### src/include/memsys_config.svh
`ifndef MEMSYS_CONFIG_SVH
`define MEMSYS_CONFIG_SVH

// cache block geometry
// words per block, shared by both caches and the bus
`define BLOCK_WORDS 4

// instruction cache
// direct mapped, one block per line
`define ICACHE_LINES 16

// data cache
// sets of two ways each
`define DCACHE_SETS 8

// backing store size in 32-bit words
`define MEM_WORDS 1024

// block memory timing
// cycles from first request cycle to ready pulse
// must be at least 1
`define MEM_LATENCY 2

`endif
### src/hdl/memsys_pkg.sv
`include "memsys_config.svh"

package memsys_pkg;

  // one data or instruction word
  typedef logic [31:0] word_t;
  // byte address
  typedef logic [31:0] addr_t;

  // whole cache block, word 0 sits in the low bits
  typedef word_t [`BLOCK_WORDS-1:0] block_t;

  // word select inside a block
  typedef logic [$clog2(`BLOCK_WORDS)-1:0] wordSel_t;

  // line index of the instruction cache, set index of the data cache
  typedef logic [$clog2(`ICACHE_LINES)-1:0] iIndex_t;
  typedef logic [$clog2(`DCACHE_SETS)-1:0]  dIndex_t;

  // tags hold everything above the index bits
  typedef logic [29-$clog2(`BLOCK_WORDS)-$clog2(`ICACHE_LINES):0] iTag_t;
  typedef logic [29-$clog2(`BLOCK_WORDS)-$clog2(`DCACHE_SETS):0]  dTag_t;

  // cache to memory, request is a level held until ready
  typedef struct packed {
    logic   request;
    logic   write;
    addr_t  addr;
    block_t wdata;
  } busReq_t;

  // memory to cache, ready is a single cycle pulse
  typedef struct packed {
    logic   ready;
    block_t rdata;
  } busRsp_t;

  typedef enum logic {ICACHE_IDLE, ICACHE_REFILL} iState_t;

  typedef enum logic [1:0] {DCACHE_IDLE, DCACHE_WRITEBACK, DCACHE_REFILL} dState_t;

endpackage

### src/hdl/busArbiter.sv
module busArbiter (
  input  logic                clk,
  input  logic                arstN,
  input  memsys_pkg::busReq_t iReq,
  input  memsys_pkg::busReq_t dReq,
  input  memsys_pkg::busRsp_t memRsp,
  output memsys_pkg::busReq_t memReq,
  output memsys_pkg::busRsp_t iRsp,
  output memsys_pkg::busRsp_t dRsp
);

  import memsys_pkg::*;

  // who holds the bus
  typedef enum logic [1:0] {OWNER_NONE, OWNER_INSTR, OWNER_DATA} owner_t;

  owner_t owner;
  owner_t grant;

  // idle bus goes to a new requester right away, data first
  always_comb begin
    grant = owner;
    if (owner == OWNER_NONE) begin
      if (dReq.request) begin
        grant = OWNER_DATA;
      end else if (iReq.request) begin
        grant = OWNER_INSTR;
      end
    end
  end

  // grant sticks until the ready pulse
  always_ff @(posedge clk or negedge arstN) begin
    if (!arstN) begin
      owner <= OWNER_NONE;
    end else if (memRsp.ready) begin
      owner <= OWNER_NONE;
    end else begin
      owner <= grant;
    end
  end

  always_comb begin
    case (grant)
      OWNER_DATA:  memReq = dReq;
      OWNER_INSTR: memReq = iReq;
      default:     memReq = '0;
    endcase
  end

  // read data fans out, ready only to the owner
  always_comb begin
    iRsp.rdata = memRsp.rdata;
    dRsp.rdata = memRsp.rdata;
    iRsp.ready = memRsp.ready && (grant == OWNER_INSTR);
    dRsp.ready = memRsp.ready && (grant == OWNER_DATA);
  end

endmodule

### config.mk
export PLATFORM = sky130hd
export DESIGN_NAME = busArbiter
export DESIGN_NICKNAME = d
export VERILOG_FILES = /design/src/hdl/memsys_pkg.sv /design/src/hdl/busArbiter.sv
export VERILOG_INCLUDE_DIRS = /design/src /design/src/include
export SDC_FILE = /design/constraint.sdc
export NUM_CORES = 1
export LEC_CHECK = 0
export BUFFER_PORTS_ARGS = -buffer_cell sky130_fd_sc_hd__clkbuf_2
export CAP_MARGIN = 20
export CORE_AREA = 2 2 336 338
export CTS_CLUSTER_SIZE = 8
export DETAILED_ROUTE_END_ITERATION = 10
export DIE_AREA = 0 0 338 340
export SKIP_LAST_GASP = 1
export SYNTH_ARGS = -nofsm -noshare
export SYNTH_HDL_FRONTEND = slang
export SYNTH_SLANG_ARGS = --single-unit
### constraint.sdc
create_clock -name clk -period 2.8 [get_ports clk]
set_input_delay 0.28 -clock clk [delete_from_list [all_inputs] [get_ports clk]]
set_output_delay 0.28 -clock clk [all_outputs]
set_load 0.02 [all_outputs]
# [Word level (Yosys, flattened, before mapping)]
# Index checks and enable logic that the tools add are counted.
[totals] regBits=2 latch_bits=0 mem_bits_rw=0 mem_bits_ro=0 input_bits=455 out_inout_bits=420 elab_cells=11 mem_count=0
[classes] addsub=0 mul=0 div_mod_pow=0 magnitude_cmp=0 eq_ne=2 shift=0 mux=5 n_bitwise=0 reduce_logical=3
[ops] operator="162-bit one-hot mux with 2 select lines" n=1
[ops] operator="2-bit 2-to-1 mux" n=4
[ops] operator="2-bit by 1-bit == test with 1-bit output (second input constant)" n=1
[ops] operator="2-bit == test (second input constant)" n=1
[ops] operator="1-bit logical AND" n=2
[ops] operator="2-bit logical NOT" n=1

# [Depth between registers and ports, before layout]
[logic_depth] word_depth=5 mapped_depth=8

# [Worst setup path after synthesis]
# OpenSTA, ideal clock, no wires.
[synth_path] kind="register to output" start="register owner[1]" end="output port memReq[100] in the netlist's numbering" t_arrival_ns=1.942 t_required_ns=2.520 slack_ns=0.578 path_stages_with_launch=8 path_buffers=3 path_cell_list="dfrtp_1 or3b_1 and2_1 ha_1 buf_4 buf_6 clkbuf_1 nor2_1"
[synth_lines] element="start, declared" line="busArbiter.sv:17" text="owner_t owner;"
[synth_lines] element="start signal, assigned" line="busArbiter.sv:39" text="owner <= grant;"
[synth_lines] element="end, declared" line="busArbiter.sv:7" text="output memsys_pkg::busReq_t memReq,"

==> impl_metrics.ini <==
[status]
result_of_the_run = complete, no violations

[critical_path]
startpoint_type = flip-flop
criticalPathCategory = reg -> out
endpoint_kind_of_the_worst_setup_timing_path = output pin
slowest_stage = sky130_fd_sc_hd__dfrtp_1
path_delay_family = buffers and inverters
cp_data_arrival_time_ns = 2.40
cp.buffers_inverters = 3
setup.reg_to_reg.worst_slack_ns = 1.77
worstRegToRegCells = 2
critical_path_peak_fanout = 31
cpMostUsedCell = sky130_fd_sc_hd__buf_12
cp_data_required_time_ns = 2.52
worst_path_largest_cell_delay_ns = 0.39
worstReg2RegStart = owner[1]$_DFF_PN0_
timing.critical_path.cells = or3b_1 -> nand2_1 -> ha_4 -> buf_12 -> buf_12 -> a22oi_1 -> nor2_1 -> clkbuf_2
regToRegEndpoint = owner[0]$_DFF_PN0_

[timing]
peak_freq_mhz = 372.8
setup_viol = 0
totalNegativeSetupSlack_ns = 0
setup_repair_after_global_routing_missed_its_margin = no
worst_clk_skew_ns = 0.0005022
hold_ws_ns = 0.2949
fin_hold_viols = 0
minimum_period_implied_by_the_final_worst_setup_slack_ns = 2.682
slew_limit_fails = 0
layout_worst_path_cycle_share = 0.9579
tightestPinTransition_ns = 0.5709
slew-limit-headroom = 0.6194

[layout]
area_growth_syn_to_layout_pct = 69.86
biggestRegsByFlops = owner x2
post_route_cells_drive_above_1_share = 0.6085
largest_register_ff_count = 2
final_nets = 1325
final_cell_area_um2 = 7198
most_frequent_standard_cell_in_the_layout_excluding_fill_and_tap_cells = sky130_fd_sc_hd__clkbuf_2
regMostFlops = owner
final_cell_mix = 462 x sky130_fd_sc_hd__clkbuf_2, 161 x sky130_fd_sc_hd__a22oi_1, 161 x sky130_fd_sc_hd__nor2_1, 38 x sky130_fd_sc_hd__buf_12, 22 x sky130_fd_sc_hd__buf_4

[routing]
drtPass1Iterations = 4
detail_route.drc_violations = 0
post_drt_wl_per_cell_um = 30.70
detailroute.via_count = 5582
wl_met2_um = 31930
detailroute.wirelength.met3_um = 15060
drt-initial-drc-count = 287
route.detailed.vias_per_inst = 2.354
routed_wirelength_um = 72790
route.antenna.remaining_nets = 0
dr.max_layer_used = met5
wirelength_met1_um = 25210

[synth]
synth_area_um2 = 4238
gate_count_of_the_mapped_netlist = 650
yosysTopAreaCell = sky130_fd_sc_hd__buf_4
flip_flop_and_latch_count_after_synthesis = 2
avgSynthCellArea_um2 = 6.520
netlist-cell-type-count = 14
ys_seq_area_frac = 0.01181
netlist_top_cells_area = sky130_fd_sc_hd__buf_4 47%, sky130_fd_sc_hd__a22oi_1 29%, sky130_fd_sc_hd__nor2_1 14%
post-synth-top-area-fraction = 0.4677
yosys_warnings = 0
syn_nets = 1107

[floorplan]
initial_core_util = 0.03798
die_area_um2 = 114900
die_height_um = 340
fp.dieW_um = 338
floorplan_row_count = 123
floorplan.io_pins = 875
coreArea_um2 = 111600

[grt]
grt.total_usage = 0.1192
grt_pass1_vias = 5966
grt_pass1_wl_um = 86240
grt_max_degree = 52
grt_antenna_before_repair = 24
grt.overflow.total = 0

[worst_hold_path]
holdCritStartpoint = memRsp[128]
timing.hold.worst_endpoint = owner[1]$_DFF_PN0_
hold_path.class = in -> reg
whs_path_depth = 2

[clock_tree]
clk-insertion-delay-late_ns = 0.22
tritoncts_num_sinks = 2
ctsRootBufferMaster = sky130_fd_sc_hd__clkbuf_16
tritoncts.num_buffers = 3
cts_max_path_buffers = 2
cts-htree-levels = 1
cts_tree = built
clk_pin_slew_worst_paths_ns = 0.03

[placement]
post_dp_cell_area_um2 = 7081
gp_congestion = 0.7698
place.port_buffers = 490
hpwl_um = 68310

[power]
power_density_nw_per_um2 = 354.0
static-leakage-power_nw = 3.197
power_mw = 2.548
ir_worst_vdd_uv = 143.7

[run]
drv_cap = 0
[worst max path at each step]
stage	from	end	slack (ns)	cells past startpoint
final	owner[1]$_DFF_PN0_	memReq[12]	0.12	8
after detailed placement	iReq[161]	memReq[81]	0.27	8
after global placement	iReq[161]	memReq[79]	0.35	8
after floorplan	owner[1]$_DFF_PN0_	memReq[100]	0.58	7
after global routing	owner[1]$_DFF_PN0_	memReq[12]	0.03	8
after CTS	owner[1]$_DFF_PN0_	memReq[106]	0.08	7
[worst register-to-register path: cells and delay by family (launching register included)]
kind | cells | cell delay, ns
simple gates | 1 | 0.39
flops | 1 | 0.39
compound gates | 1 | 0.17
[synthesized netlist by cell type]
cell / count
sky130_fd_sc_hd__inv_1: 2
sky130_fd_sc_hd__and2_1: 3
sky130_fd_sc_hd__a22oi_1: 161
sky130_fd_sc_hd__nand2_1: 3
sky130_fd_sc_hd__buf_6: 13
sky130_fd_sc_hd__clkbuf_1: 13
sky130_fd_sc_hd__nand2b_1: 1
sky130_fd_sc_hd__buf_4: 264
sky130_fd_sc_hd__dfrtp_1: 2
sky130_fd_sc_hd__ha_1: 2
sky130_fd_sc_hd__a21oi_1: 4
sky130_fd_sc_hd__or3b_1: 1
sky130_fd_sc_hd__buf_2: 20
sky130_fd_sc_hd__nor2_1: 161
[power by group]
part           leakage [nW]  switching [mW]  total (mW)  internal [mW]
clock network        0.0370          0.0397       0.222          0.182
logic                  3.13            1.51        2.29          0.787
registers            0.0260         0.00149      0.0327         0.0312
[cell type report]
class	count	area, µm²
repair buffers	523	3248
fillers	13350	104400
inverters	2	7.507
flip-flops and latches	2	50.05
well taps	1500	1877
multi-input cells	336	1928
diodes	5	12.51
clock buffers	3	75.07
[metal layers]
layer | up-vias | global-route usage
li1 | 2407 | -
met1 | 2455 | 0.1210
met2 | 638 | 0.1873
met3 | 48 | 0.1119
met4 | 34 | 0.004630
met5 | - | 0.002503
[cell families after synthesis]
family | share of synthesized area
buf+inv | 0.5391
fa+ha+maj | 0.005904
flops | 0.01181
simple gates | 0.1532
compound gates | 0.2899
[timing repair]
action,4_1_cts,5_1_grt
setup endpoints to repair,0,13
gates resized for setup,0,0
endpoints found under the hold margin,2,0
buffers inserted,0,1
hold buffers,1,0
[through the flow]
step                setup slack [ns]  cells     util
floorplan                     0.5776    650        -
global placement              0.3508   2361  0.06346
detailed placement            0.2682   2361  0.06346
CTS                          0.07577   2365  0.06422
global route                 0.02541   2366  0.06440
finish                        0.1179   2371  0.06451
No activity file was read; power rests on OpenSTA's default activity.
