**src/include/memsys_config.svh**
```systemverilog
`ifndef MEMSYS_CONFIG_SVH
`define MEMSYS_CONFIG_SVH

// cache block geometry
// words per block, shared by both caches and the bus
`define BLOCK_WORDS 4

// instruction cache
// direct mapped, one block per line
`define ICACHE_LINES 16

// data cache
// sets of two ways each
`define DCACHE_SETS 8

// backing store size in 32-bit words
`define MEM_WORDS 1024

// block memory timing
// cycles from first request cycle to ready pulse
// must be at least 1
`define MEM_LATENCY 2

`endif
```
**src/hdl/memsys_pkg.sv**
```systemverilog
`include "memsys_config.svh"

package memsys_pkg;

  // one data or instruction word
  typedef logic [31:0] word_t;
  // byte address
  typedef logic [31:0] addr_t;

  // whole cache block, word 0 sits in the low bits
  typedef word_t [`BLOCK_WORDS-1:0] block_t;

  // word select inside a block
  typedef logic [$clog2(`BLOCK_WORDS)-1:0] wordSel_t;

  // line index of the instruction cache, set index of the data cache
  typedef logic [$clog2(`ICACHE_LINES)-1:0] iIndex_t;
  typedef logic [$clog2(`DCACHE_SETS)-1:0]  dIndex_t;

  // tags hold everything above the index bits
  typedef logic [29-$clog2(`BLOCK_WORDS)-$clog2(`ICACHE_LINES):0] iTag_t;
  typedef logic [29-$clog2(`BLOCK_WORDS)-$clog2(`DCACHE_SETS):0]  dTag_t;

  // cache to memory, request is a level held until ready
  typedef struct packed {
    logic   request;
    logic   write;
    addr_t  addr;
    block_t wdata;
  } busReq_t;

  // memory to cache, ready is a single cycle pulse
  typedef struct packed {
    logic   ready;
    block_t rdata;
  } busRsp_t;

  typedef enum logic {ICACHE_IDLE, ICACHE_REFILL} iState_t;

  typedef enum logic [1:0] {DCACHE_IDLE, DCACHE_WRITEBACK, DCACHE_REFILL} dState_t;

endpackage

```
**src/hdl/instrCache.sv**
```systemverilog
`include "memsys_config.svh"

module instrCache (
  input  logic                clk,
  input  logic                arstN,
  input  memsys_pkg::addr_t   pcF,
  input  memsys_pkg::busRsp_t busRsp,
  output memsys_pkg::word_t   instrF,
  output logic                iStall,
  output memsys_pkg::busReq_t busReq
);

  import memsys_pkg::*;

  // address field positions
  localparam int SelLsb = 2;
  localparam int IdxLsb = SelLsb + $bits(wordSel_t);
  localparam int TagLsb = IdxLsb + $bits(iIndex_t);

  // line storage
  iTag_t                    tagArr   [`ICACHE_LINES];
  block_t                   blockArr [`ICACHE_LINES];
  logic [`ICACHE_LINES-1:0] valid;

  iState_t  state;
  iState_t  stateNext;
  logic     fetchEn;
  wordSel_t sel;
  iIndex_t  idx;
  iTag_t    tag;
  logic     hit;
  logic     fetchMiss;
  logic     refillDone;

  // split the fetch address
  assign sel = pcF[SelLsb +: $bits(wordSel_t)];
  assign idx = pcF[IdxLsb +: $bits(iIndex_t)];
  assign tag = pcF[TagLsb +: $bits(iTag_t)];

  // lookup
  assign hit       = valid[idx] && (tagArr[idx] == tag);
  // fetching starts on the first edge out of reset
  assign fetchMiss = fetchEn && !hit;

  assign refillDone = (state == ICACHE_REFILL) && busRsp.ready;

  // hit data straight from the array
  assign instrF = blockArr[idx][sel];
  assign iStall = (state == ICACHE_REFILL) || fetchMiss;

  // read request goes out in the miss cycle itself
  always_comb begin
    busReq         = '0;
    busReq.request = (state == ICACHE_REFILL) || fetchMiss;
    busReq.addr    = {pcF[31:IdxLsb], {IdxLsb{1'b0}}};
  end

  always_comb begin
    stateNext = state;
    case (state)
      ICACHE_IDLE: begin
        if (fetchMiss) begin
          stateNext = ICACHE_REFILL;
        end
      end
      ICACHE_REFILL: begin
        // line written on this edge, hit next cycle
        if (busRsp.ready) begin
          stateNext = ICACHE_IDLE;
        end
      end
      default: stateNext = ICACHE_IDLE;
    endcase
  end

  always_ff @(posedge clk or negedge arstN) begin
    if (!arstN) begin
      state   <= ICACHE_IDLE;
      valid   <= '0;
      fetchEn <= 1'b0;
    end else begin
      state   <= stateNext;
      fetchEn <= 1'b1;
      if (refillDone) begin
        valid[idx] <= 1'b1;
      end
    end
  end

  // tag and block fill
  always_ff @(posedge clk) begin
    if (refillDone) begin
      tagArr[idx]   <= tag;
      blockArr[idx] <= busRsp.rdata;
    end
  end

endmodule

```
**config.mk**
```make
export PLATFORM = sky130hd
export DESIGN_NAME = instrCache
export DESIGN_NICKNAME = d
export VERILOG_FILES = /design/src/hdl/memsys_pkg.sv /design/src/hdl/instrCache.sv
export VERILOG_INCLUDE_DIRS = /design/src /design/src/include
export SDC_FILE = /design/constraint.sdc
export NUM_CORES = 2
export LEC_CHECK = 0
export BUFFER_PORTS_ARGS = -buffer_cell sky130_fd_sc_hd__buf_2
export CAP_MARGIN = 15
export CORE_MARGIN = 2
export CORE_UTILIZATION = 65
export CTS_CLUSTER_SIZE = 40
export DETAILED_ROUTE_END_ITERATION = 8
export PLACE_DENSITY = 0.9
export SYNTH_ARGS = -nofsm -noshare
export SYNTH_HDL_FRONTEND = slang
export SYNTH_SLANG_ARGS = --single-unit
```
**constraint.sdc**
```tcl
create_clock -name clk -period 15.47 [get_ports clk]
set_input_delay 0.7735 -clock clk [delete_from_list [all_inputs] [get_ports clk]]
set_output_delay 0.7735 -clock clk [all_outputs]
set_load 0.05 [all_outputs]
```
After elaboration in Yosys (flattened, before gate mapping)
Memories as Yosys holds them, arrays and structs flattened.
Index checks and enable logic that the tools add are counted.
Widths: inputs -> output; s select.
{"block": "op_classes", "n_eq_ne": 1, "n_bitwise": 2, "muxes": 11, "n_lt_le_gt_ge": 3, "n_reduce_logical": 6}
{"op": "$bmux 32 s2", "n": 1}
{"op": "$mux 32", "n": 1}
{"op": "$eq 24x24->1", "n": 1}
{"op": "$or 16x16->16", "n": 1}
{"op": "$mux 1", "n": 6}
{"op": "$lt 4x5->1 const B", "n": 1}
{"op": "$bmux 1 s4", "n": 1}
{"op": "$demux 1 s4", "n": 1}
{"op": "$ge 4x1->1 const B", "n": 1}
{"op": "$logic_and 1x1->1", "n": 4}
{"op": "$lt 2x3->1 const B", "n": 1}
{"op": "$pmux 1 s2", "n": 1}
{"op": "$logic_not 1->1", "n": 1}
{"op": "$logic_or 1x1->1", "n": 1}
{"op": "$not 1->1", "n": 1}
{"block": "totals", "out_inout_bits": 195, "in_bits": 163, "n_memories": 2, "reg_bits": 18, "ramBits": 2432}
{"name": "blockArr", "words": 16, "width": 128, "read_ports": 1, "rd_clocked_by_memory_dff": 0, "write_ports": 1, "line": "instrCache.sv:22", "text": "block_t blockArr [`ICACHE_LINES];"}
{"name": "tagArr", "words": 16, "width": 24, "read_ports": 1, "rd_clocked_by_memory_dff": 0, "write_ports": 1, "line": "instrCache.sv:21", "text": "iTag_t tagArr [`ICACHE_LINES];"}

Depth between registers and ports, before layout
{"block": "logic_depth", "depth_word": 7, "mapped_depth": 12, "ltp_nobuf": 8}

Least setup slack after synthesis
Ideal clock, no wire load.
{"block": "synth_timing", "kind": "in2reg", "from": "in pcF[6]", "to": "reg valid[4]", "n_path_buf": 4, "path_slack_ps": 6280, "t_arrival_ps": 9085, "stages": 7, "setup_time_ps": 106, "path_cell_list": "clkbuf_1 -> buf_2 -> clkbuf_1 -> clkbuf_1 -> nand2_1 -> nor2_1 -> or2_2"}
{"block": "synth_between", "elab_chain_cells": 5}
{"element": "from (decl)", "line": "instrCache.sv:6", "text": "input memsys_pkg::addr_t pcF,"}
{"element": "$lt 4x5->1 (implied by the code) or $ge 4x1->1 (tied branches)", "line": "instrCache.sv:85", "text": "valid[idx] <= 1'b1;"}
{"element": "$logic_and 1x1->1 (implied by the code)", "line": "instrCache.sv:85"}
{"element": "$mux 1 (implied by the code)", "line": "instrCache.sv:85"}
{"element": "$demux 1 s4 (*)", "line": "instrCache.sv:85"}
{"element": "$or 16x16->16 (no line) (*)"}
{"element": "to (signal assigned)", "line": "instrCache.sv:79", "text": "valid <= '0;"}
{"element": "to (signal, indexed assignment)", "line": "instrCache.sv:85"}
{"element": "to (decl)", "line": "instrCache.sv:23", "text": "logic [`ICACHE_LINES-1:0] valid;"}
Every way passes the cells marked *; elsewhere a longest branch is shown, timed or not.
A chain may end at the register's enable or synchronous reset.

Final worst setup path
{"block": "layout_timing", "from": "in pcF[4]", "to": "out instrF[0]"}
{"block": "layout_between", "elab_chain_cells": 3}
{"element": "$mem_v2 16x128"}
{"element": "$bmux 32 s2", "line": "instrCache.sv:48", "text": "assign instrF = blockArr[idx][sel];"}
{"element": "$mux 32 (implied by the code)", "line": "instrCache.sv:48"}
{"element": "to (decl)", "line": "instrCache.sv:8", "text": "output memsys_pkg::word_t instrF,"}
No other way between the ends. The select of a mux whose other input is x is not followed.

==> out/results.ini <==
[layout]
nNetsFinal = 4288
synthToLayoutAreaGrowth_pct = 10.38
drive_gt1_share_pct = 32.29
stdcell_area_um2 = 104400

[floorplan]
io_pins = 358
die_height_um = 385.5
row_count = 140
start_util_pct = 65.24
die_area_um2 = 148600
fp.coreArea_um2 = 145000
die_w_um = 385.5

[timing]
timing.final.hold_violations = 0
max_freq_mhz = 127.6
drv_slew = 0
period_minus_slack_ns = 7.839
fin_tns_setup_ns = 0
clock_skew_ns = 0.03374
worst_slew_pin_slew_ns = 1.238
min_period_over_period_pct = 50.67
setup_violations = 0
setup_slack_ns = 7.631
rsz0062_at_grt = false
relSlewSlack_pct = 17.47

[synth]
synth-warning-count = 0
synth_seq_cells = 2450
yosysTopAreaCell = edfxtp_1
synth_area_leaders = edfxtp_1 77%, mux4_2 18%, buf_4 1.4%, mux2i_1 0.61%, dfrtp_1 0.48%
synth_commonest_cells = 2432 x edfxtp_1, 753 x mux4_2, 174 x buf_4, 71 x buf_2, 62 x clkbuf_1
yosysSeqAreaShare_pct = 77.65
netlist_instances = 3830
yosysMostFrequentCell = edfxtp_1
ys.flop_type = edfxtp_1
synth.distinct_cells = 58
synthArstFlopShare_pct = 0.7347
syn_avg_cell_area_um2 = 24.71
synth_area_um2 = 94620
synth_top_area_share_pct = 77.18
synth-edff-count = 2432

[power_and_ir_drop]
p_int_mw = 10.70
swShare_pct = 22.40
seq_power_share_pct = 53.7
peakVddDrop_v = 0.0001637
powerDensity_nw_per_um2 = 132.0
power.switching_mw = 3.088
combPwrFrac_pct = 6.4
clkPwrFrac_pct = 39.9
leakage_nw = 32.94

[grt]
grt.total_usage_pct = 36.62
globalRouteOverflowTotal = 0
grt_pass1_wl_mm = 368.4
grt_pass1_vias = 46337
grt_max_degree = 156
antenna_found_initial = 58

[cts]
cts-buffers-inserted = 219
post_cts_buffers = 0
clk_pin_slew_ns = 0.06
cts-resized-gates = 0
htree_num_levels = 4
cts_tree = built
clock-sinks = 2450
clk_path_buf_depth = 3
insertion_delay_ns = 0.87
clock-root-buffer = clkbuf_16
cts_hold_buf = 1

[routing]
top_layer = met5
dr_wl_met2_mm = 139.9
vias = 45970
detail-route-antenna-nets = 0
firstDrtPassIters = 6
wirelength_mm = 266.9
via_per_inst = 7.326
wl_per_cell_um = 42.53
wl_met3_mm = 28.51
drtIter0Drc = 7730
drc = 0
drt-met1-wl_mm = 79.68

[worst_setup_path]
required_ns = 14.70
critical_path_peak_fanout = 76
worstSetupPathType = in -> out
setup.worst_path.end_class = output pin
cp.arrival_ns = 7.07
worstSetupStartpointType = input port

[flow_run]
drv_cap = 0

[placement]
placed_cell_area_um2 = 97260
dp_hpwl_mm = 132.1
place_ws_ns = 7.584
routabilityCongestion = 0.7613
port_buffers = 222

[hold_path]
hp-class = in -> reg

[status]
status = completed

[sequential cells by signal (all words and copies together), names as in the netlist]
register	flops
blockArr	2048
tagArr	384
valid	16
fetchEn	1
state	1
[metrics by stage]
step | hold WS (ns) | total power, mW | util, % | instances
floorplan | 0.4337 | 8.127 | - | 3962
CTS | 0.1229 | 13.78 | 71.93 | 6228
finish | 0.1962 | 13.79 | 72.01 | 6275
global route | 0.1721 | 14.02 | 71.98 | 6254
global placement | 0.4456 | 8.327 | 67.03 | 5818
detailed placement | 0.4537 | 8.388 | 67.06 | 5820
[power groups by stage]
stage / registers, mW / logic [mW] / clock network, mW
6_report: 7.41 / 0.881 / 5.50
5_1_grt: 7.41 / 0.906 / 5.70
4_1_cts: 7.41 / 0.870 / 5.50
3_5_place_dp: 7.54 / 0.845 / 0
3_3_place_gp: 7.53 / 0.797 / 0
2_1_floorplan: 7.55 / 0.579 / 0
[path summary, 6_finish.rpt]
kind / start / endpoint / slack [ns] / cells past startpoint
hold / removal: busRsp[128] / state / 0.20 / 2
setup / recovery: pcF[4] / instrF[0] / 7.63 / 9
hold reg to reg: valid[7] / valid[7] / 0.48 / 1
setup reg to reg: state / blockArr[7][6] / 11.17 / 4
max in group asynchronous: arstN / fetchEn / 14.62 / 2
min in group asynchronous: arstN / valid[8] / 0.51 / 2
[logic make-up after synthesis]
group	count (synthesis)	share of synthesized area (%)
and+or+nand+nor	103	0.5395
DFF	2450	77.65
other	2	0.007937
buffers and inverters	358	2.373
AOI/OAI and AO/OA	78	0.6162
muxes	816	18.60
xor gates and xnor gates	23	0.2129
[final cells by class]
class | instances | area, µm²
Sequential cell | 2450 | 73480
Fill cell | 7414 | 40590
Multi-Input combinational cell | 1154 | 19510
Clock buffer | 261 | 5753
Tap cell | 1917 | 2399
Timing Repair Buffer | 288 | 1828
Clock inverter | 146 | 1305
Antenna cell | 47 | 117.6
Inverter | 12 | 52.55
[placed cells by master (no fill, tap or decap), drive strengths merged, types with 9 or more instances in the layout]
master  count
dfrtp      18
mux2i      58
xnor2      18
a22oi      12
diode      47
conb      134
nor2       29
buf       286
nor2b       9
nand2      24
or2        16
bufinv     23
clkbuf    262
inv        17
mux4      753
o21ai      14
edfxtp   2432
clkinv    112
[layer usage]
metal,up-vias,global-route usage (%)
met5,-,0
met4,24,21.54
met3,890,7.123
met2,4314,62.18
met1,23869,44.21
li1,16873,-
[critical path, cell delays in order]
cell and delay [ns]:
buf_8 0.58, buf_4 0.90, buf_4 0.80, buf_4 0.69
buf_4 0.90, mux4_2 0.67, mux4_2 0.53, mux4_2 0.61
buf_2 0.26
(Power assumes the default switching activity.)
