`src/include/memsys_config.svh`:
```
`ifndef MEMSYS_CONFIG_SVH
`define MEMSYS_CONFIG_SVH

// cache block geometry
// words per block, shared by both caches and the bus
`define BLOCK_WORDS 4

// instruction cache
// direct mapped, one block per line
`define ICACHE_LINES 16

// data cache
// sets of two ways each
`define DCACHE_SETS 8

// backing store size in 32-bit words
`define MEM_WORDS 1024

// block memory timing
// cycles from first request cycle to ready pulse
// must be at least 1
`define MEM_LATENCY 2

`endif
```
`src/hdl/memsys_pkg.sv`:
```
`include "memsys_config.svh"

package memsys_pkg;

  // one data or instruction word
  typedef logic [31:0] word_t;
  // byte address
  typedef logic [31:0] addr_t;

  // whole cache block, word 0 sits in the low bits
  typedef word_t [`BLOCK_WORDS-1:0] block_t;

  // word select inside a block
  typedef logic [$clog2(`BLOCK_WORDS)-1:0] wordSel_t;

  // line index of the instruction cache, set index of the data cache
  typedef logic [$clog2(`ICACHE_LINES)-1:0] iIndex_t;
  typedef logic [$clog2(`DCACHE_SETS)-1:0]  dIndex_t;

  // tags hold everything above the index bits
  typedef logic [29-$clog2(`BLOCK_WORDS)-$clog2(`ICACHE_LINES):0] iTag_t;
  typedef logic [29-$clog2(`BLOCK_WORDS)-$clog2(`DCACHE_SETS):0]  dTag_t;

  // cache to memory, request is a level held until ready
  typedef struct packed {
    logic   request;
    logic   write;
    addr_t  addr;
    block_t wdata;
  } busReq_t;

  // memory to cache, ready is a single cycle pulse
  typedef struct packed {
    logic   ready;
    block_t rdata;
  } busRsp_t;

  typedef enum logic {ICACHE_IDLE, ICACHE_REFILL} iState_t;

  typedef enum logic [1:0] {DCACHE_IDLE, DCACHE_WRITEBACK, DCACHE_REFILL} dState_t;

endpackage

```
`src/hdl/dataCache.sv`:
```
`include "memsys_config.svh"

module dataCache (
  input  logic                clk,
  input  logic                arstN,
  input  memsys_pkg::addr_t   dataAdrM,
  input  memsys_pkg::word_t   writeDataM,
  input  logic                memWriteM,
  input  logic                memReadM,
  input  memsys_pkg::busRsp_t busRsp,
  output memsys_pkg::word_t   readDataM,
  output logic                dStall,
  output memsys_pkg::busReq_t busReq
);

  import memsys_pkg::*;

  // address field positions
  localparam int SelLsb = 2;
  localparam int SetLsb = SelLsb + $bits(wordSel_t);
  localparam int TagLsb = SetLsb + $bits(dIndex_t);

  // two ways per set
  dTag_t                         tagArr   [2][`DCACHE_SETS];
  block_t                        blockArr [2][`DCACHE_SETS];
  logic [1:0][`DCACHE_SETS-1:0] valid;
  logic [1:0][`DCACHE_SETS-1:0] dirty;
  // per set, the way to evict next
  logic [`DCACHE_SETS-1:0]      lru;

  dState_t  state;
  dState_t  stateNext;
  wordSel_t sel;
  dIndex_t  set;
  dTag_t    tag;
  logic     access;
  logic [1:0] hitVec;
  logic     hit;
  logic     hitWay;
  logic     miss;
  logic     hitAccess;
  logic     victim;
  logic     victimDirty;
  addr_t    victimAddr;
  addr_t    fillAddr;
  logic     refillDone;

  assign sel = dataAdrM[SelLsb +: $bits(wordSel_t)];
  assign set = dataAdrM[SetLsb +: $bits(dIndex_t)];
  assign tag = dataAdrM[TagLsb +: $bits(dTag_t)];

  assign access = memReadM || memWriteM;

  // tag compare in both ways
  always_comb begin
    for (int w = 0; w < 2; w++) begin
      hitVec[w] = valid[w][set] && (tagArr[w][set] == tag);
    end
  end

  assign hit       = |hitVec;
  assign hitWay    = hitVec[1];
  assign miss      = access && !hit;
  assign hitAccess = (state == DCACHE_IDLE) && access && hit;

  // victim stays put while stalled, lru only moves on hits
  assign victim      = lru[set];
  assign victimDirty = valid[victim][set] && dirty[victim][set];
  // write back goes to the victim's own block address
  assign victimAddr  = {tagArr[victim][set], set, {SetLsb{1'b0}}};
  assign fillAddr    = {dataAdrM[31:SetLsb], {SetLsb{1'b0}}};

  assign refillDone = (state == DCACHE_REFILL) && busRsp.ready;

  assign readDataM = blockArr[hitWay][set][sel];
  assign dStall    = (state != DCACHE_IDLE) || miss;

  // miss cycle already drives the first transfer
  always_comb begin
    busReq         = '0;
    busReq.addr    = fillAddr;
    busReq.wdata   = blockArr[victim][set];
    case (state)
      DCACHE_IDLE: begin
        busReq.request = miss;
        busReq.write   = victimDirty;
        if (victimDirty) begin
          busReq.addr = victimAddr;
        end
      end
      DCACHE_WRITEBACK: begin
        busReq.request = 1'b1;
        busReq.write   = 1'b1;
        busReq.addr    = victimAddr;
      end
      DCACHE_REFILL: begin
        busReq.request = 1'b1;
      end
      default: busReq.request = 1'b0;
    endcase
  end

  always_comb begin
    stateNext = state;
    case (state)
      DCACHE_IDLE: begin
        if (miss) begin
          stateNext = victimDirty ? DCACHE_WRITEBACK : DCACHE_REFILL;
        end
      end
      DCACHE_WRITEBACK: begin
        // victim committed, now fetch the new block
        if (busRsp.ready) begin
          stateNext = DCACHE_REFILL;
        end
      end
      DCACHE_REFILL: begin
        if (busRsp.ready) begin
          stateNext = DCACHE_IDLE;
        end
      end
      default: stateNext = DCACHE_IDLE;
    endcase
  end

  always_ff @(posedge clk or negedge arstN) begin
    if (!arstN) begin
      state <= DCACHE_IDLE;
      valid <= '0;
      dirty <= '0;
      lru   <= '0;
    end else begin
      state <= stateNext;
      if (hitAccess) begin
        // the other way becomes the next victim
        lru[set] <= ~hitWay;
        if (memWriteM) begin
          dirty[hitWay][set] <= 1'b1;
        end
      end
      if (refillDone) begin
        // allocated clean, pending write lands next cycle as a hit
        valid[victim][set] <= 1'b1;
        dirty[victim][set] <= 1'b0;
      end
    end
  end

  always_ff @(posedge clk) begin
    if (hitAccess && memWriteM) begin
      blockArr[hitWay][set][sel] <= writeDataM;
    end
    if (refillDone) begin
      tagArr[victim][set]   <= tag;
      blockArr[victim][set] <= busRsp.rdata;
    end
  end

endmodule

```
`config.mk`:
```
export PLATFORM = sky130hd
export DESIGN_NAME = dataCache
export DESIGN_NICKNAME = d
export VERILOG_FILES = /design/src/hdl/memsys_pkg.sv /design/src/hdl/dataCache.sv
export VERILOG_INCLUDE_DIRS = /design/src /design/src/include
export SDC_FILE = /design/constraint.sdc
export NUM_CORES = 2
export LEC_CHECK = 0
export BUFFER_PORTS_ARGS = -buffer_cell sky130_fd_sc_hd__buf_2
export CAP_MARGIN = 10
export CORE_MARGIN = 1.5
export CORE_UTILIZATION = 50
export DETAILED_ROUTE_END_ITERATION = 8
export MAX_ROUTING_LAYER = met4
export PLACE_DENSITY = 0.62
export SLEW_MARGIN = 20
export SYNTH_ARGS = -nofsm -noshare
export SYNTH_HDL_FRONTEND = slang
export SYNTH_SLANG_ARGS = --single-unit
```
`constraint.sdc`:
```
create_clock -name clk -period 11.17 [get_ports clk]
set_input_delay 1.6755 -clock clk [delete_from_list [all_inputs] [get_ports clk]]
set_output_delay 1.6755 -clock clk [all_outputs]
set_load 0.1 [all_outputs]
```
Word level (Yosys, flattened, before mapping)
Memory sizes are Yosys's and may differ from the RTL's.
Cells that the tools add are included.

storage, ports and cells
  flip-flop bits (word level) = 42
  bits in writable memories = 2448
  bits of input ports = 197
  output and inout port bits = 195
  logic and storage cells = 118
  memories = 2

cells by class
  magnitude comparators = 10
  eq/ne operators = 7
  mux-type cells = 65
  bitwise operators = 6
  reductions and logical operators = 22

memories
  memory    words  bits a word  rd ports  clocked after Yosys merged registers in  wr ports  line             RTL
  blockArr  2      1024         2         0                                        1         dataCache.sv:25  block_t blockArr [2][`DCACHE_SETS];
  tagArr    2      200          3         0                                        1         dataCache.sv:24  dTag_t tagArr [2][`DCACHE_SETS];

operators with widths
  operator                                  count
  two-way mux 1024 bit                      4
  OR reduction 1024 bit                     1
  binary-select mux 128 bit (select 3 bit)  2
  demux 128 bit (select 3 bit)              2
  two-way mux 128 bit                       6
  binary-select mux 25 bit (select 3 bit)   3
  two-way mux 200 bit                       1
  two-way mux 25 bit                        7
  two-way mux 32 bit                        3
  demux 25 bit (select 3 bit)               1
  case mux 33 bit (2 select lines)          1
  binary-select mux 32 bit (select 2 bit)   1
  demux 32 bit (select 2 bit)               1
  equality test 25 bit                      2
  two-way mux 16 bit                        3
  two-way mux 8 bit                         6
  bitwise OR 16 bit                         2
  bitwise AND 16 bit                        1
  demux 8 bit (select 1 bit)                2
  inverter 16 bit                           1
  binary-select mux 1 bit (select 3 bit)    5
  logical AND 1 bit                         13
  two-way mux 1 bit                         9
  bitwise mux 8 bit                         1
  23 further kinds                          32

Depth between registers and ports, before layout
  word-level depth = 15
  gate-level depth with buffers = 20
  mapped depth without buffers = 12

Worst setup path before layout
No wires, ideal clock.

  kind = input -> output
  start = input dataAdrM[4]
  end = output busReq[32] (netlist name)
  data arrival time = 6813 ps
  data required time = 9495 ps
  setup slack = 2682 ps
  stages on the path = 14
  path buffers = 11
  path through = buf_2 -> buf_4 -> buf_4 -> buf_2 -> buf_2 -> buf_2 -> buf_2 -> buf_2 -> buf_1 -> buf_1 -> buf_1 -> mux4_2 -> mux2i_1 -> o21ai_0

RTL lines
  element             line             RTL
  start: declaration  dataCache.sv:6   input memsys_pkg::addr_t dataAdrM,
  end: declaration    dataCache.sv:13  output memsys_pkg::busReq_t busReq

Worst setup path in the final report
  start = input dataAdrM[6]
  end = output readDataM[28]

on the way
  longest elaborated chain between the ends = 12
  elaborated cells between the ends (all ways) = 14
  those cells by class = 1 x eq/ne; 10 x mux; 1 x bitwise; 1 x reduce/logical; 1 x memory

RTL lines
  element                                                   line                              RTL
  inverter 3 -> 4 bit (implied by the code)                 dataCache.sv:57, dataCache.sv:75
  binary-select mux 25 bit (select 3 bit)                   dataCache.sv:57                   hitVec[w] = valid[w][set] && (tagArr[w][set] == tag);
  two-way mux 25 bit (implied by the code) (2 in a row)     dataCache.sv:57
  equality test 25 bit                                      dataCache.sv:57
  logical AND 1 bit                                         dataCache.sv:57
  memory (2 x 1024 bit)                                     n/a
  binary-select mux 128 bit (select 3 bit) *                dataCache.sv:75                   assign readDataM = blockArr[hitWay][set][sel];
  two-way mux 128 bit (implied by the code) * (2 in a row)  dataCache.sv:75
  binary-select mux 32 bit (select 2 bit) *                 dataCache.sv:75
  two-way mux 32 bit (implied by the code) *                dataCache.sv:75
  end: declaration                                          dataCache.sv:11                   output memsys_pkg::word_t readDataM,

Every way passes the cells marked *; elsewhere a longest branch is shown, timed or not. The select of a mux whose other input is x is not followed.

==> flow_summary.ini <==
[run_status]
outcome = finished clean

[grt]
grt_max_degree = 143
antenna_found_initial = 37
grt_util_all_layers_pct = 35.3
grt_overflow = 0
grt_pass1_vias = 69500
grt_pass1_wl_mm = 545

[clock_tree]
clk_path_buf_depth = 4
clkSlewWorstSetupHoldPaths_ns = 0.06
cts_made_buffers = 283
clkLatencyLatePin_ns = 0.96
cts_root_buf = clkbuf_16
clock_sinks = 2490
cts_htree_levels = 5
post_cts_buffers = 0
hold_buffers = 0
tritoncts = done
cts_resized = 0

[yosys]
ys.flop_type = edfxtp_1
synthMuxAreaShare_pct = 20.2
synth_xor_area_share_pct = 0.301
netlist_area_sq_um = 113000
synth_area_leaders = edfxtp_1 (65%), mux4_2 (16%), mux2i_1 (4.2%)
async_reset_ff_share_pct = 1.69
yosysSeqAreaShare_pct = 65.8
synth-compound-area-share_pct = 6.48
synth_cell_types = 72
synth-edff-count = 2448
yosys.area.top_type = edfxtp_1
synthTopCellsByCount = edfxtp_1 (2448), nand2_1 (1042), mux4_2 (782), mux2i_1 (477), a21oi_1 (393)
synthAdderAreaFrac_pct = 0.0441
synth-simple-area-share_pct = 5.11
synth_top_area_share_pct = 64.8
ys_ff_latch = 2490
synth_top_family_by_area = multiplexers
syn_avg_cell_area_sq_um = 16.4
ys.warnings.count = 0
netlist_instances = 6907
yosysMostFrequentCell = edfxtp_1

[floorplanning]
io_pins = 392
start_util_pct = 50.4
die_area_sq_um = 230000
placementRows = 174
die_h_um = 479
coreArea_sq_um = 225000
die_x_um = 479

[timing]
slew_violations = 0
finClkSkew_ns = 0.0656
grt_setup_unrepaired = false
worstMarginPinSlew_ns = 1.31
fin_ws_ns = 1.43
relSlewSlack_pct = 12.2
setup_viol = 0
fin_crit_ns = 9.74
setup-tns-final_ns = 0
max_freq_ghz = 0.103
hold_viol = 0
post-route-period-util_pct = 87.2

[detailed_routing]
routed_wl_mm = 396
viasPerCell = 6.92
dr.pass1.iters = 6
wl_per_cell_um = 37.6
drc_errors = 0
ant_nets = 0
num_vias = 72900
drt-initial-drc-count = 11500

[critical_path]
crit_arrival_ns = 8.06
critPathMaxFanout = 66
cp.required_ns = 9.49
reg2reg_slack_ns = 4.41
setup.worst_path.start_class = input pin
worstReg2RegEnd = blockArr[0][624]$_DFFE_PP_
crit_path_end_kind = primary output
reg2regPathDepth = 12
path_class = in2out
r2r_start = tagArr[1][45]$_DFFE_PP_

[power_and_ir_drop]
p_total_mw = 23.2
leakage_nw = 41.0
ir_drop_v = 0.000145
power_density_nw_per_um2 = 181

[place]
place_congestion = 1.01
io_buffers = 385
placed_cells = 10000
hpwl_mm = 241
dp_slack_ns = 1.61

[run]
cap_violations = 0

[hold_path]
hold_depth = 1
hp-class = reg2reg
hp-start = valid[1]$_DFFE_PN0P_
whs_endpoint = valid[1]$_DFFE_PN0P_

[finish]
fillCellCount = 17400
areaGrowthSynthToFinish_pct = 12.9
fin_cells = 10500
regArea_sq_um = 74600
multi_input_area_sq_um = 37100
drive_above_1_share_pct = 25.8
nets = 7505
-- worst max-delay path, cell delays in order --
cell,delay (ns)
buf_6,0.57
buf_4,0.47
mux2_2,0.37
o22ai_1,0.23
nor3_1,0.11
or3b_2,0.45
or4b_1,0.55
nor4_2,0.41
buf_12,0.23
buf_4,0.55
mux2i_1,0.18
o221ai_1,0.22
a221o_1,0.47
o221ai_1,0.23
o21ai_1,0.57
buf_2,0.55
-- layout make-up --
class	count	share of cell area, %
Clock buffer	347	5.81
Timing Repair Buffer	626	3.22
Tap cell	2992	2.92
Clock inverter	125	0.700
Multi-Input combinational cell	3893	29.0
Sequential cell	2490	58.2
Antenna cell	47	0.0919
Inverter	10	0.0391
-- metrics by stage --
stage	hold WS (ns)	cell area (sq um)	utilization, %
after floorplan	0.449	113000	-
after global placement	0.468	120000	53.1
after detailed placement	0.478	120000	53.1
after CTS	0.492	128000	56.8
after global routing	0.511	128000	56.9
final	0.491	128000	56.9
-- how the worst max path moves through the flow --
stage                start            end  slack, ns  depth (start not counted)
2_1_floorplan  dataAdrM[4]     busReq[32]       2.68                         14
3_3_place_gp   dataAdrM[4]  readDataM[28]       1.64                         16
3_5_place_dp   dataAdrM[4]  readDataM[28]       1.61                         16
4_1_cts        dataAdrM[4]  readDataM[28]       1.56                         16
5_1_grt        dataAdrM[4]  readDataM[28]       1.24                         16
6_report       dataAdrM[6]  readDataM[28]       1.43                         16
-- per-layer routing --
layer  vias to the layer above  wire length, um  global-route usage [%]
li1                      29000                -                       -
met1                     38100           148000                    47.8
met2                      4904           175000                    49.1
met3                       815            47800                    8.36
met4                         0            25200                    20.0
met5                         -                0                       -
-- flip-flops by register name, indices dropped and copies added (netlist names) --
register / cells
blockArr: 2048
tagArr: 400
dirty: 16
valid: 16
lru: 8
state: 2
-- cell usage in the layout, fill, tap and decap left out, types with 62 or more instances in the layout --
cell / instances
edfxtp_1: 2448
nand2_1: 1033
mux4_2: 782
mux2i_1: 477
a21oi_1: 392
buf_2: 382
clkbuf_16: 287
buf_4: 213
o22ai_1: 166
o21ai_0: 162
o221ai_1: 103
nor4_1: 90
nor2_4: 81
nor2_1: 77
a221o_1: 70
a22oi_1: 65
clkinv_1: 62
-- power by group --
part           switching (mW)  total (mW)  internal, mW
sequential             0.0697        11.1          11.0
combinational            2.82        3.44         0.621
clock                    3.68        8.65          4.97
total                    6.56        23.2          16.6
-- logic make-up after synthesis --
kind of cell	count (synthesis)
xor gates and xnor gates	39
other	1
muxes	1300
adders and majority gates	4
buffers and inverters	527
DFF	2490
AOI/OAI and AO/OA	1144
and+or+nand+nor	1402
Note: power is estimated with default switching activity, not from simulation.
